### config.mk
export PLATFORM = sky130hd
export DESIGN_NAME = gpio_subsys
export DESIGN_NICKNAME = d
export VERILOG_FILES = /design/src/logic/gpio_pkg.sv /design/src/logic/gpio_sync.sv /design/src/logic/gpio_sample_timer.sv /design/src/logic/gpio_filter.sv /design/src/logic/gpio_irq.sv /design/src/logic/gpio_regs.sv /design/src/logic/gpio_subsys.sv
export SDC_FILE = /design/constraint.sdc
export NUM_CORES = 1
export LEC_CHECK = 0
export ABC_CLOCK_PERIOD_IN_PS = 2870
export BUFFER_PORTS_ARGS = -buffer_cell sky130_fd_sc_hd__buf_2
export CORE_UTILIZATION = 47
export DETAILED_ROUTE_END_ITERATION = 12
export GPL_TIMING_DRIVEN = 0
export HOLD_SLACK_MARGIN = 0.05
export PLACE_DENSITY = 0.73
export SYNTH_ARGS = -nofsm -noshare
export SYNTH_HDL_FRONTEND = slang
export SYNTH_SLANG_ARGS = --single-unit
### constraint.sdc
create_clock -name tcb -period 2.87 [get_ports tcb]
set_clock_uncertainty 0.1 [all_clocks]
set_input_delay 0.1435 -clock tcb [delete_from_list [all_inputs] [get_ports tcb]]
set_output_delay 0.1435 -clock tcb [all_outputs]
set_load 0.02 [all_outputs]
### src/logic/gpio_pkg.sv
// widths, types and register offsets shared by the gpio rtl blocks and the testbench
package gpio_pkg;

  ////////////////////
  // widths
  ////////////////////

  // number of pins, also the width of every mask
  localparam int GPIO_W = 32;

  // synchronizer flops per pin
  localparam int CDC_STAGES = 2;

  // byte address covers seven word registers
  localparam int ADR_W = 5;
  localparam int DAT_W = 32;

  // sample period minus one
  localparam int PRE_W = 16;

  ////////////////////
  // types
  ////////////////////

  // pin values and per-pin masks
  typedef logic [GPIO_W-1:0] gpio_vec_t;
  typedef logic [ADR_W-1:0] bus_adr_t;
  typedef logic [DAT_W-1:0] bus_dat_t;
  typedef logic [PRE_W-1:0] prescale_t;

  ////////////////////
  // register map
  ////////////////////

  // byte offsets, word aligned
  localparam bus_adr_t ADR_OUT = 5'h00;
  localparam bus_adr_t ADR_OEN = 5'h04;
  // read only, filtered pin level
  localparam bus_adr_t ADR_IN = 5'h08;
  localparam bus_adr_t ADR_IRQ_RISE = 5'h0C;
  localparam bus_adr_t ADR_IRQ_FALL = 5'h10;
  // write one to clear
  localparam bus_adr_t ADR_IRQ_STS = 5'h14;
  localparam bus_adr_t ADR_PRESCALE = 5'h18;

endpackage

### src/logic/gpio_sync.sv
// two-flop synchronizer; place directly behind the gpio_i pins before any logic reads them
`timescale 1ns/1ps

module gpio_sync (
  input  logic                tcb,
  input  logic                rst_n,
  // asynchronous pin levels
  input  gpio_pkg::gpio_vec_t gpio_i,
  // pin levels in the tcb domain
  output gpio_pkg::gpio_vec_t pin_sync
);

  import gpio_pkg::*;

  ////////////////////
  // flop chain
  ////////////////////

  // stage 0 catches the pin, last stage is the safe copy
  gpio_vec_t [CDC_STAGES-1:0] sync_q;

  // shift one stage per cycle
  always_ff @(posedge tcb) begin
    if (!rst_n) begin
      sync_q <= '0;
    end else begin
      sync_q <= {sync_q[CDC_STAGES-2:0], gpio_i};
    end
  end

  // CDC_STAGES cycles from pin to output
  assign pin_sync = sync_q[CDC_STAGES-1];

endmodule

### src/logic/gpio_sample_timer.sv
// prescaler for the input filter; strobe pulses once every prescale+1 cycles of tcb
`timescale 1ns/1ps

module gpio_sample_timer (
  input  logic                tcb,
  input  logic                rst_n,
  // sample period minus one
  input  gpio_pkg::prescale_t prescale,
  // one cycle sample enable
  output logic                strobe
);

  import gpio_pkg::*;

  ////////////////////
  // down-counter
  ////////////////////

  // cycles left until the next strobe
  prescale_t cnt;

  // reload at zero
  // new prescale only seen here, so a running period finishes first
  always_ff @(posedge tcb) begin
    if (!rst_n) begin
      cnt <= '0;
    end else if (cnt == '0) begin
      cnt <= prescale;
    end else begin
      cnt <= cnt - prescale_t'(1);
    end
  end

  ////////////////////
  // strobe
  ////////////////////

  // high in the reload cycle
  // prescale of zero keeps it high every cycle
  assign strobe = (cnt == '0);

endmodule

### src/logic/gpio_filter.sv
// glitch filter between synchronizer and register block; a level passes after two equal samples
`timescale 1ns/1ps

module gpio_filter (
  input  logic                tcb,
  input  logic                rst_n,
  // sample enable from the timer
  input  logic                strobe,
  // synchronized pins
  input  gpio_pkg::gpio_vec_t pin_sync,
  // accepted pin levels
  output gpio_pkg::gpio_vec_t pin_filt
);

  import gpio_pkg::*;

  // sample taken at the previous strobe
  gpio_vec_t samp_q;
  // accepted level
  gpio_vec_t filt_q;
  // bits where this sample repeats the last one
  gpio_vec_t agree;

  ////////////////////
  // sampling
  ////////////////////

  always_ff @(posedge tcb) begin
    if (!rst_n) begin
      samp_q <= '0;
    end else if (strobe) begin
      samp_q <= pin_sync;
    end
  end

  ////////////////////
  // acceptance
  ////////////////////

  // compare live sample to the stored one
  assign agree = ~(pin_sync ^ samp_q);

  // agreeing bits take the new level
  // the rest hold, so a pulse under one period never gets through
  always_ff @(posedge tcb) begin
    if (!rst_n) begin
      filt_q <= '0;
    end else if (strobe) begin
      filt_q <= (filt_q & ~agree) | (pin_sync & agree);
    end
  end

  assign pin_filt = filt_q;

endmodule

### src/logic/gpio_irq.sv
// edge interrupt block; watches the filtered pins and keeps sticky status for the register block
`timescale 1ns/1ps

module gpio_irq (
  input  logic                tcb,
  input  logic                rst_n,
  // filtered pin levels
  input  gpio_pkg::gpio_vec_t pin_filt,
  // per-bit direction enables
  input  gpio_pkg::gpio_vec_t irq_rise_en,
  input  gpio_pkg::gpio_vec_t irq_fall_en,
  // write one to clear request
  input  logic                sts_clr,
  input  gpio_pkg::gpio_vec_t sts_clr_mask,
  // sticky status and summary line
  output gpio_pkg::gpio_vec_t irq_sts,
  output logic                irq
);

  import gpio_pkg::*;

  // pin_filt one cycle back
  gpio_vec_t pin_dly;
  // enabled edges this cycle
  gpio_vec_t rise_hit;
  gpio_vec_t fall_hit;
  // bits to drop this cycle
  gpio_vec_t clr_bits;
  gpio_vec_t sts_q;

  ////////////////////
  // edge detect
  ////////////////////

  always_ff @(posedge tcb) begin
    if (!rst_n) begin
      pin_dly <= '0;
    end else begin
      pin_dly <= pin_filt;
    end
  end

  // low to high and high to low, masked per direction
  assign rise_hit = pin_filt & ~pin_dly & irq_rise_en;
  assign fall_hit = ~pin_filt & pin_dly & irq_fall_en;

  ////////////////////
  // status
  ////////////////////

  // mask only counts in the write cycle
  assign clr_bits = sts_clr ? sts_clr_mask : '0;

  // clear first, then set, so a new edge beats a clear
  always_ff @(posedge tcb) begin
    if (!rst_n) begin
      sts_q <= '0;
    end else begin
      sts_q <= (sts_q & ~clr_bits) | rise_hit | fall_hit;
    end
  end

  assign irq_sts = sts_q;

  // any pending bit
  assign irq = |sts_q;

endmodule

### src/logic/gpio_regs.sv
// bus subordinate of the gpio peripheral; register file, read decode and one-cycle response
`timescale 1ns/1ps

module gpio_regs (
  input  logic                tcb,
  input  logic                rst_n,
  // request, one transfer per cycle with req_vld high
  input  logic                req_vld,
  input  logic                req_wen,
  input  gpio_pkg::bus_adr_t  req_adr,
  input  gpio_pkg::bus_dat_t  req_wdt,
  output logic                req_rdy,
  // response, one cycle after the transfer
  output logic                rsp_vld,
  output gpio_pkg::bus_dat_t  rsp_rdt,
  output logic                rsp_sts,
  // readback sources
  input  gpio_pkg::gpio_vec_t pin_filt,
  input  gpio_pkg::gpio_vec_t irq_sts,
  // pin drivers
  output gpio_pkg::gpio_vec_t gpio_o,
  output gpio_pkg::gpio_vec_t gpio_e,
  // control toward the other blocks
  output gpio_pkg::gpio_vec_t irq_rise_en,
  output gpio_pkg::gpio_vec_t irq_fall_en,
  output gpio_pkg::prescale_t prescale,
  output logic                sts_clr,
  output gpio_pkg::gpio_vec_t sts_clr_mask
);

  import gpio_pkg::*;

  // write transfer this cycle
  logic     wr_en;
  // decoded read data and error flag
  bus_dat_t rdt_d;
  logic     sts_d;

  ////////////////////
  // handshake
  ////////////////////

  // never stalls
  assign req_rdy = 1'b1;

  assign wr_en = req_vld & req_wen;

  ////////////////////
  // write decode
  ////////////////////

  always_ff @(posedge tcb) begin
    if (!rst_n) begin
      gpio_o      <= '0;
      gpio_e      <= '0;
      irq_rise_en <= '0;
      irq_fall_en <= '0;
      prescale    <= '0;
    end else if (wr_en) begin
      case (req_adr)
        ADR_OUT:      gpio_o <= req_wdt;
        ADR_OEN:      gpio_e <= req_wdt;
        ADR_IRQ_RISE: irq_rise_en <= req_wdt;
        ADR_IRQ_FALL: irq_fall_en <= req_wdt;
        // upper half of the word ignored
        ADR_PRESCALE: prescale <= prescale_t'(req_wdt);
        // ADR_IN is read only, status goes through sts_clr
        default: ;
      endcase
    end
  end

  // status clear acts on the same edge as the register writes
  assign sts_clr      = wr_en && (req_adr == ADR_IRQ_STS);
  assign sts_clr_mask = req_wdt;

  ////////////////////
  // read decode
  ////////////////////

  // values before this cycle's write
  always_comb begin
    rdt_d = '0;
    sts_d = 1'b0;
    case (req_adr)
      ADR_OUT:      rdt_d = gpio_o;
      ADR_OEN:      rdt_d = gpio_e;
      ADR_IN:       rdt_d = pin_filt;
      ADR_IRQ_RISE: rdt_d = irq_rise_en;
      ADR_IRQ_FALL: rdt_d = irq_fall_en;
      ADR_IRQ_STS:  rdt_d = irq_sts;
      ADR_PRESCALE: rdt_d = bus_dat_t'(prescale);
      // unmapped, zero data with error
      default:      sts_d = 1'b1;
    endcase
  end

  ////////////////////
  // response stage
  ////////////////////

  // valid follows every transfer by one cycle
  always_ff @(posedge tcb) begin
    if (!rst_n) begin
      rsp_vld <= 1'b0;
    end else begin
      rsp_vld <= req_vld;
    end
  end

  // data captured on transfers only
  always_ff @(posedge tcb) begin
    if (req_vld) begin
      rsp_rdt <= rdt_d;
      rsp_sts <= sts_d;
    end
  end

endmodule

### src/logic/gpio_subsys.sv
// gpio peripheral top; connect bus, pins and irq here and instantiate this module only
`timescale 1ns/1ps

module gpio_subsys (
  input  logic                tcb,
  input  logic                rst_n,
  // register bus
  input  logic                req_vld,
  input  logic                req_wen,
  input  gpio_pkg::bus_adr_t  req_adr,
  input  gpio_pkg::bus_dat_t  req_wdt,
  output logic                req_rdy,
  output logic                rsp_vld,
  output gpio_pkg::bus_dat_t  rsp_rdt,
  output logic                rsp_sts,
  // pins
  output gpio_pkg::gpio_vec_t gpio_o,
  output gpio_pkg::gpio_vec_t gpio_e,
  input  gpio_pkg::gpio_vec_t gpio_i,
  // level interrupt
  output logic                irq
);

  import gpio_pkg::*;

  ////////////////////
  // internal wires
  ////////////////////

  // input path
  gpio_vec_t pin_sync;
  gpio_vec_t pin_filt;
  logic      strobe;
  prescale_t prescale;

  // interrupt control and readback
  gpio_vec_t irq_rise_en;
  gpio_vec_t irq_fall_en;
  gpio_vec_t irq_sts;
  gpio_vec_t sts_clr_mask;
  logic      sts_clr;

  ////////////////////
  // input path
  ////////////////////

  gpio_sync i_sync (
    .tcb      (tcb),
    .rst_n    (rst_n),
    .gpio_i   (gpio_i),
    .pin_sync (pin_sync)
  );

  gpio_sample_timer i_timer (
    .tcb      (tcb),
    .rst_n    (rst_n),
    .prescale (prescale),
    .strobe   (strobe)
  );

  gpio_filter i_filter (
    .tcb      (tcb),
    .rst_n    (rst_n),
    .strobe   (strobe),
    .pin_sync (pin_sync),
    .pin_filt (pin_filt)
  );

  ////////////////////
  // interrupts
  ////////////////////

  gpio_irq i_irq (
    .tcb          (tcb),
    .rst_n        (rst_n),
    .pin_filt     (pin_filt),
    .irq_rise_en  (irq_rise_en),
    .irq_fall_en  (irq_fall_en),
    .sts_clr      (sts_clr),
    .sts_clr_mask (sts_clr_mask),
    .irq_sts      (irq_sts),
    .irq          (irq)
  );

  ////////////////////
  // registers
  ////////////////////

  gpio_regs i_regs (
    .tcb          (tcb),
    .rst_n        (rst_n),
    .req_vld      (req_vld),
    .req_wen      (req_wen),
    .req_adr      (req_adr),
    .req_wdt      (req_wdt),
    .req_rdy      (req_rdy),
    .rsp_vld      (rsp_vld),
    .rsp_rdt      (rsp_rdt),
    .rsp_sts      (rsp_sts),
    .pin_filt     (pin_filt),
    .irq_sts      (irq_sts),
    .gpio_o       (gpio_o),
    .gpio_e       (gpio_e),
    .irq_rise_en  (irq_rise_en),
    .irq_fall_en  (irq_fall_en),
    .prescale     (prescale),
    .sts_clr      (sts_clr),
    .sts_clr_mask (sts_clr_mask)
  );

endmodule

After elaboration in Yosys (flattened, before gate mapping) --
Index checks and enable logic that the tools add are counted.
Storage, ports and cells: register bits after elaboration 386, input port bits 73, output and inout bits 100, logic and storage cells 53
Operators by class: add/subtract/negate cells 1, eq/ne operators 6, muxes and demuxes 4, bitwise gates (word level) 17, reductions and logical operators 10
Operators by type and width (number):
- bitwise AND 32 bit | 7
- case mux 32 bit (7 select lines) | 1
- NOT 32 bit | 5
- OR 32 bit | 3
- two-way mux 32 bit | 1
- OR reduction 32 bit | 1
- bitwise XOR 32 bit | 1
- logical NOT 16 bit | 1
- two-way mux 16 bit | 1
- subtractor 16 x 1 -> 16 bit, second input constant | 1
- equality test 5 bit, second input constant | 3
- equality test 5 x 4 -> 1 bit, second input constant | 2
- AND reduction 2 bit | 5
- OR reduction 7 bit | 1
- equality test 5 x 3 -> 1 bit, second input constant | 1
- logical NOT 5 bit | 1
- bitwise AND 1 bit | 1
- logical AND 1 bit | 1
- two-way mux 1 bit | 1

Longest topological paths before layout --
depth in word-level cells 7, depth in mapped cells 9, gate-level depth less buffers 7

Modules after synthesis --
Synthesis repeated with hierarchy kept, for this count alone.
Unflattened totals: cell total of the unflattened synthesis 1702, area, all modules 16296.9 µm²
By module, submodules not included:
- gpio_regs | times used 1, cells an instance 841, area an instance 7858.8 µm²
- gpio_filter | times used 1, cells an instance 310, area an instance 2887.8 µm²
- gpio_irq | times used 1, cells an instance 277, area an instance 2622.5 µm²
- gpio_sync | times used 1, cells an instance 166, area an instance 2031.9 µm²
- gpio_sample_timer | times used 1, cells an instance 108, area an instance 895.9 µm²

Worst setup path after synthesis --
Ideal clock, no wire load.
kind flip-flop to flip-flop, start point register i_timer.cnt[8], end point register i_timer.cnt[4], setup time 0.116 ns, arrival time 1.770 ns, data required time 2.654 ns, path slack 0.884 ns, cell stages (with the launch flop) 7, period minus slack after synthesis 1.986 ns, cell sequence dfxtp_1 > nor4_1 > nand2_1 > or4_1 > buf_2 > buf_6 > o211a_1
Between the ends: cells in the longest elaborated chain, start to end 2
RTL lines:
- start: declaration | line gpio_sample_timer.sv:20 | prescale_t cnt;
- start signal: assignment | line gpio_sample_timer.sv:28 | cnt <= prescale;
- start signal: assignment | line gpio_sample_timer.sv:30 | cnt <= cnt - prescale_t'(1);
- logical NOT 16 bit | line gpio_sample_timer.sv:27 | end else if (cnt == '0) begin
- two-way mux 16 bit | line gpio_sample_timer.sv:27
Every way passes these cells. A chain may end at the register's enable or synchronous reset.

Worst setup path in the final report --
start point input req_adr[0], end point register i_irq.sts_q[19] (netlist: i_irq.irq_sts[19])
Between the ends: cells in the longest elaborated chain, start to end 7
RTL lines:
- start: declaration | line gpio_subsys.sv:10 | input gpio_pkg::bus_adr_t req_adr,
- equality test 5 bit | line gpio_regs.sv:74 | assign sts_clr = wr_en && (req_adr == ADR_IRQ_STS);
- logical AND 1 bit | line gpio_regs.sv:74
- two-way mux 32 bit | line gpio_irq.sv:52 | assign clr_bits = sts_clr ? sts_clr_mask : '0;
- NOT 32 bit | line gpio_irq.sv:59 | sts_q <= (sts_q & ~clr_bits) | rise_hit | fall_hit;
- bitwise AND 32 bit | line gpio_irq.sv:59
- OR 32 bit (2 in series) | line gpio_irq.sv:59
- end signal: assignment | line gpio_irq.sv:59
- end: declaration | line gpio_irq.sv:29 | gpio_vec_t sts_q;
Every way passes these cells.

==> impl_metrics.tcl <==
set metrics [dict create \
    status "completed" \
    ir_drop_v 0.000333 \
    synth_largest_area_cell "dfxtp_1" \
    die_w_um 182 \
    synthCells 1665 \
    setup_viol 0 \
    ant_nets 0 \
    wl_per_cell_um 19.4 \
    clock_latency_ps 530 \
    r2r_start "i_timer.cnt[8]" \
    cts.sinks 386 \
    antennaDiodeCount 0 \
    rr_endpoint "i_filter.samp_q[19]" \
    ctsResizeCount 0 \
    hold_end "i_regs.rsp_rdt[9]" \
    synthesis.area_sq_um 15200 \
    cts_root_buf "clkbuf_16" \
    relSlewSlack_pct 45.9 \
    syn_nets 1740 \
    holdPathStages 1 \
    r2r_cells 6 \
    async_flop_share_pct 0 \
    grt_max_degree 37 \
    coreArea_sq_um 31700 \
    period_share_pct 89.9 \
    grt_pass1_wl_mm 70.5 \
    drt_pass1_iterations 6 \
    critPathMaxStageDelay_ps 540 \
    yosysSeqAreaShare_pct 52.9 \
    die_h_um 182 \
    grt_use_total_pct 27.5 \
    fin_setup_tns_ps 0 \
    p_total_mw 12.1 \
    layout_min_cycle_time_ps 2580 \
    fin_area_sq_um 18500 \
    synth_area_leaders "dfxtp_1, nand2_1, a21boi_0, edfxtp_1, and2_1" \
    yosys_most_used_dff "dfxtp_1" \
    finalHoldViolCount 0 \
    start_util_pct 48.0 \
    nets 2017 \
    cts_buffer_depth 3 \
    dpl.cell_count 2237 \
    r2r_slack_ps 420 \
    wl_mm 46.1 \
    synth_edf_count 33 \
    worst_slew_pin_slew_ps 811 \
    drive_above_1_share_pct 13.4 \
    cp_max_fo 10 \
    final_cells 2375 \
    worst-setup-path-type "in2reg" \
    cp.arrival_ps 2900 \
    holdWs_ps 150 \
    fmax_mhz 388 \
    dieArea_sq_um 33100 \
    cts_tree "yes" \
    hold_start "req_vld" \
    yosysMostFrequentCell "nand2_1" \
    required_ps 3190 \
    io_pins 173 \
    maxCapViolCount 0 \
    placed_area_sq_um 16600 \
    dp_hpwl_mm 34.6 \
    syn2layout_area_growth_pct 21.3 \
    overflow 0 \
    grt_pass1_vias 12171 \
    cpMaxStageDelayCell "dlygate4sd3_1" \
    synth_cell_types 49 \
    antenna_found_initial 0 \
    worstHoldPathType "in2reg" \
    drt-initial-drc-count 1511 \
    p_per_area_nw_per_um2 657 \
    drc_errors 0 \
    path_cells "dlygate4sd3_1, buf_2, or3b_1, nor2_1, and3_1, clkbuf_1, a21boi_0, o21a_1" \
    port_buffers 170 \
    via_per_inst 5.62 \
    ys_ff_latch 386 \
    yosys_warnings 0 \
    synth_area_per_cell_sq_um 9.14 \
    synth_common_cells "nand2_1, dfxtp_1, a21boi_0, and2_1, clkbuf_1" \
    place_congestion 0.958 \
    rows 65 \
    worst_setup_path_start_kind "primary input" \
    vias 13353 \
    p_leak_nw 6.93 \
    end_kind "flop" \
    rsz0062_at_grt "no" \
    slew_viol_final 0 \
    clkTransAtPathRegs_ps 60 \
    synth_top_area_share_pct 46.4 \
    htree_levels 2 \
    cts_buffers 39 \
]
flip-flops by register name (all words and copies together), names as in the netlist, named ones only:
signal              cells
i_regs.rsp_rdt         32
i_regs.rsp_vld          1
i_regs.gpio_e          32
i_regs.irq_rise_en     32
i_regs.gpio_o          32
i_sync.pin_sync        32
i_regs.prescale        16
i_regs.rsp_sts          1
i_irq.irq_sts          32
i_timer.cnt            16
i_irq.pin_dly          32
i_filter.samp_q        32
i_regs.irq_fall_en     32
i_sync.sync_q          32
repair_timing:
item	in CTS	in global routing
hold buffers	66	0
hold endpoints to repair	209	0
buffers inserted	0	0
power breakdown:
part / switching, mW / internal, mW
combinational: 0.915 / 0.553
clock: 2.10 / 2.79
sequential: 0.156 / 5.61
total: 3.17 / 8.95
worst max-delay path, delay by kind of cell:
family	cells	cell delay [ps]
buf+inv	3	1150
compound gates	2	410
simple gates	3	1180
metal layers:
layer	vias to the layer above	GRT usage [%]	wire length [um]
met2	720	40.0	18900
met4	2	8.57	1320
met3	93	4.97	4730
met5	-	0	40
met1	6147	41.1	21100
li1	6391	-	-
area by class of cell:
cell class / instances / area, sq um
clock buffer: 58 / 1110
sequential: 386 / 8060
timing repair buffer: 236 / 1510
tap: 402 / 503
buffer: 118 / 510
fill: 2794 / 13300
clock inverter: 14 / 116
multi-input combinational: 1159 / 6650
inverter: 2 / 7.51
through the flow:
| step | worst slack (ps) | utilization [%] |
|---|---|---|
| 6_report | 290 | 58.2 |
| 5_1_grt | 204 | 58.2 |
| 3_3_place_gp | 299 | 52.3 |
| 4_1_cts | 341 | 58.2 |
| 2_1_floorplan | 884 | - |
| 3_5_place_dp | 224 | 52.3 |
cell families (layout without fill, tap and decap cells):
logic type / after synthesis / count (layout) / share of synthesized area [%]
xor+xnor: 9 / 9 / 0.518
simple gates: 715 / 715 / 22.1
fa+ha+maj: 2 / 2 / 0.164
compound gates: 432 / 432 / 20.8
buf+inv: 120 / 428 / 3.40
other cells: 1 / 1 / 0.0246
flops: 386 / 386 / 52.9
how the worst max path moves through the flow:
stage                   start                end  slack (ps)  depth (start not counted)
2_1_floorplan  i_timer.cnt[8]     i_timer.cnt[4]         880                          6
3_3_place_gp          req_vld  i_irq.irq_sts[14]         300                          6
3_5_place_dp          req_vld  i_irq.irq_sts[19]         220                          6
4_1_cts            req_adr[0]  i_irq.irq_sts[19]         340                          8
5_1_grt            req_adr[0]  i_irq.irq_sts[19]         200                          8
6_report           req_adr[0]  i_irq.irq_sts[19]         290                          8
layout by cell type (no fill, tap or decap), drive strengths merged, types with 6 or more instances in the layout:
cell type,instances
a21boi,208
a21oi,9
a222oi,16
a22oi,80
and2,97
and3,6
buf,198
clkbuf,148
clkinv,10
dfxtp,353
dlygate4sd3,66
edfxtp,33
nand2,427
nand3,72
nand3b,32
nand4,36
nor2,13
nor3,8
nor4,11
o211ai,32
o21a,32
o21ai,43
Power figures use the tool's default switching activity.
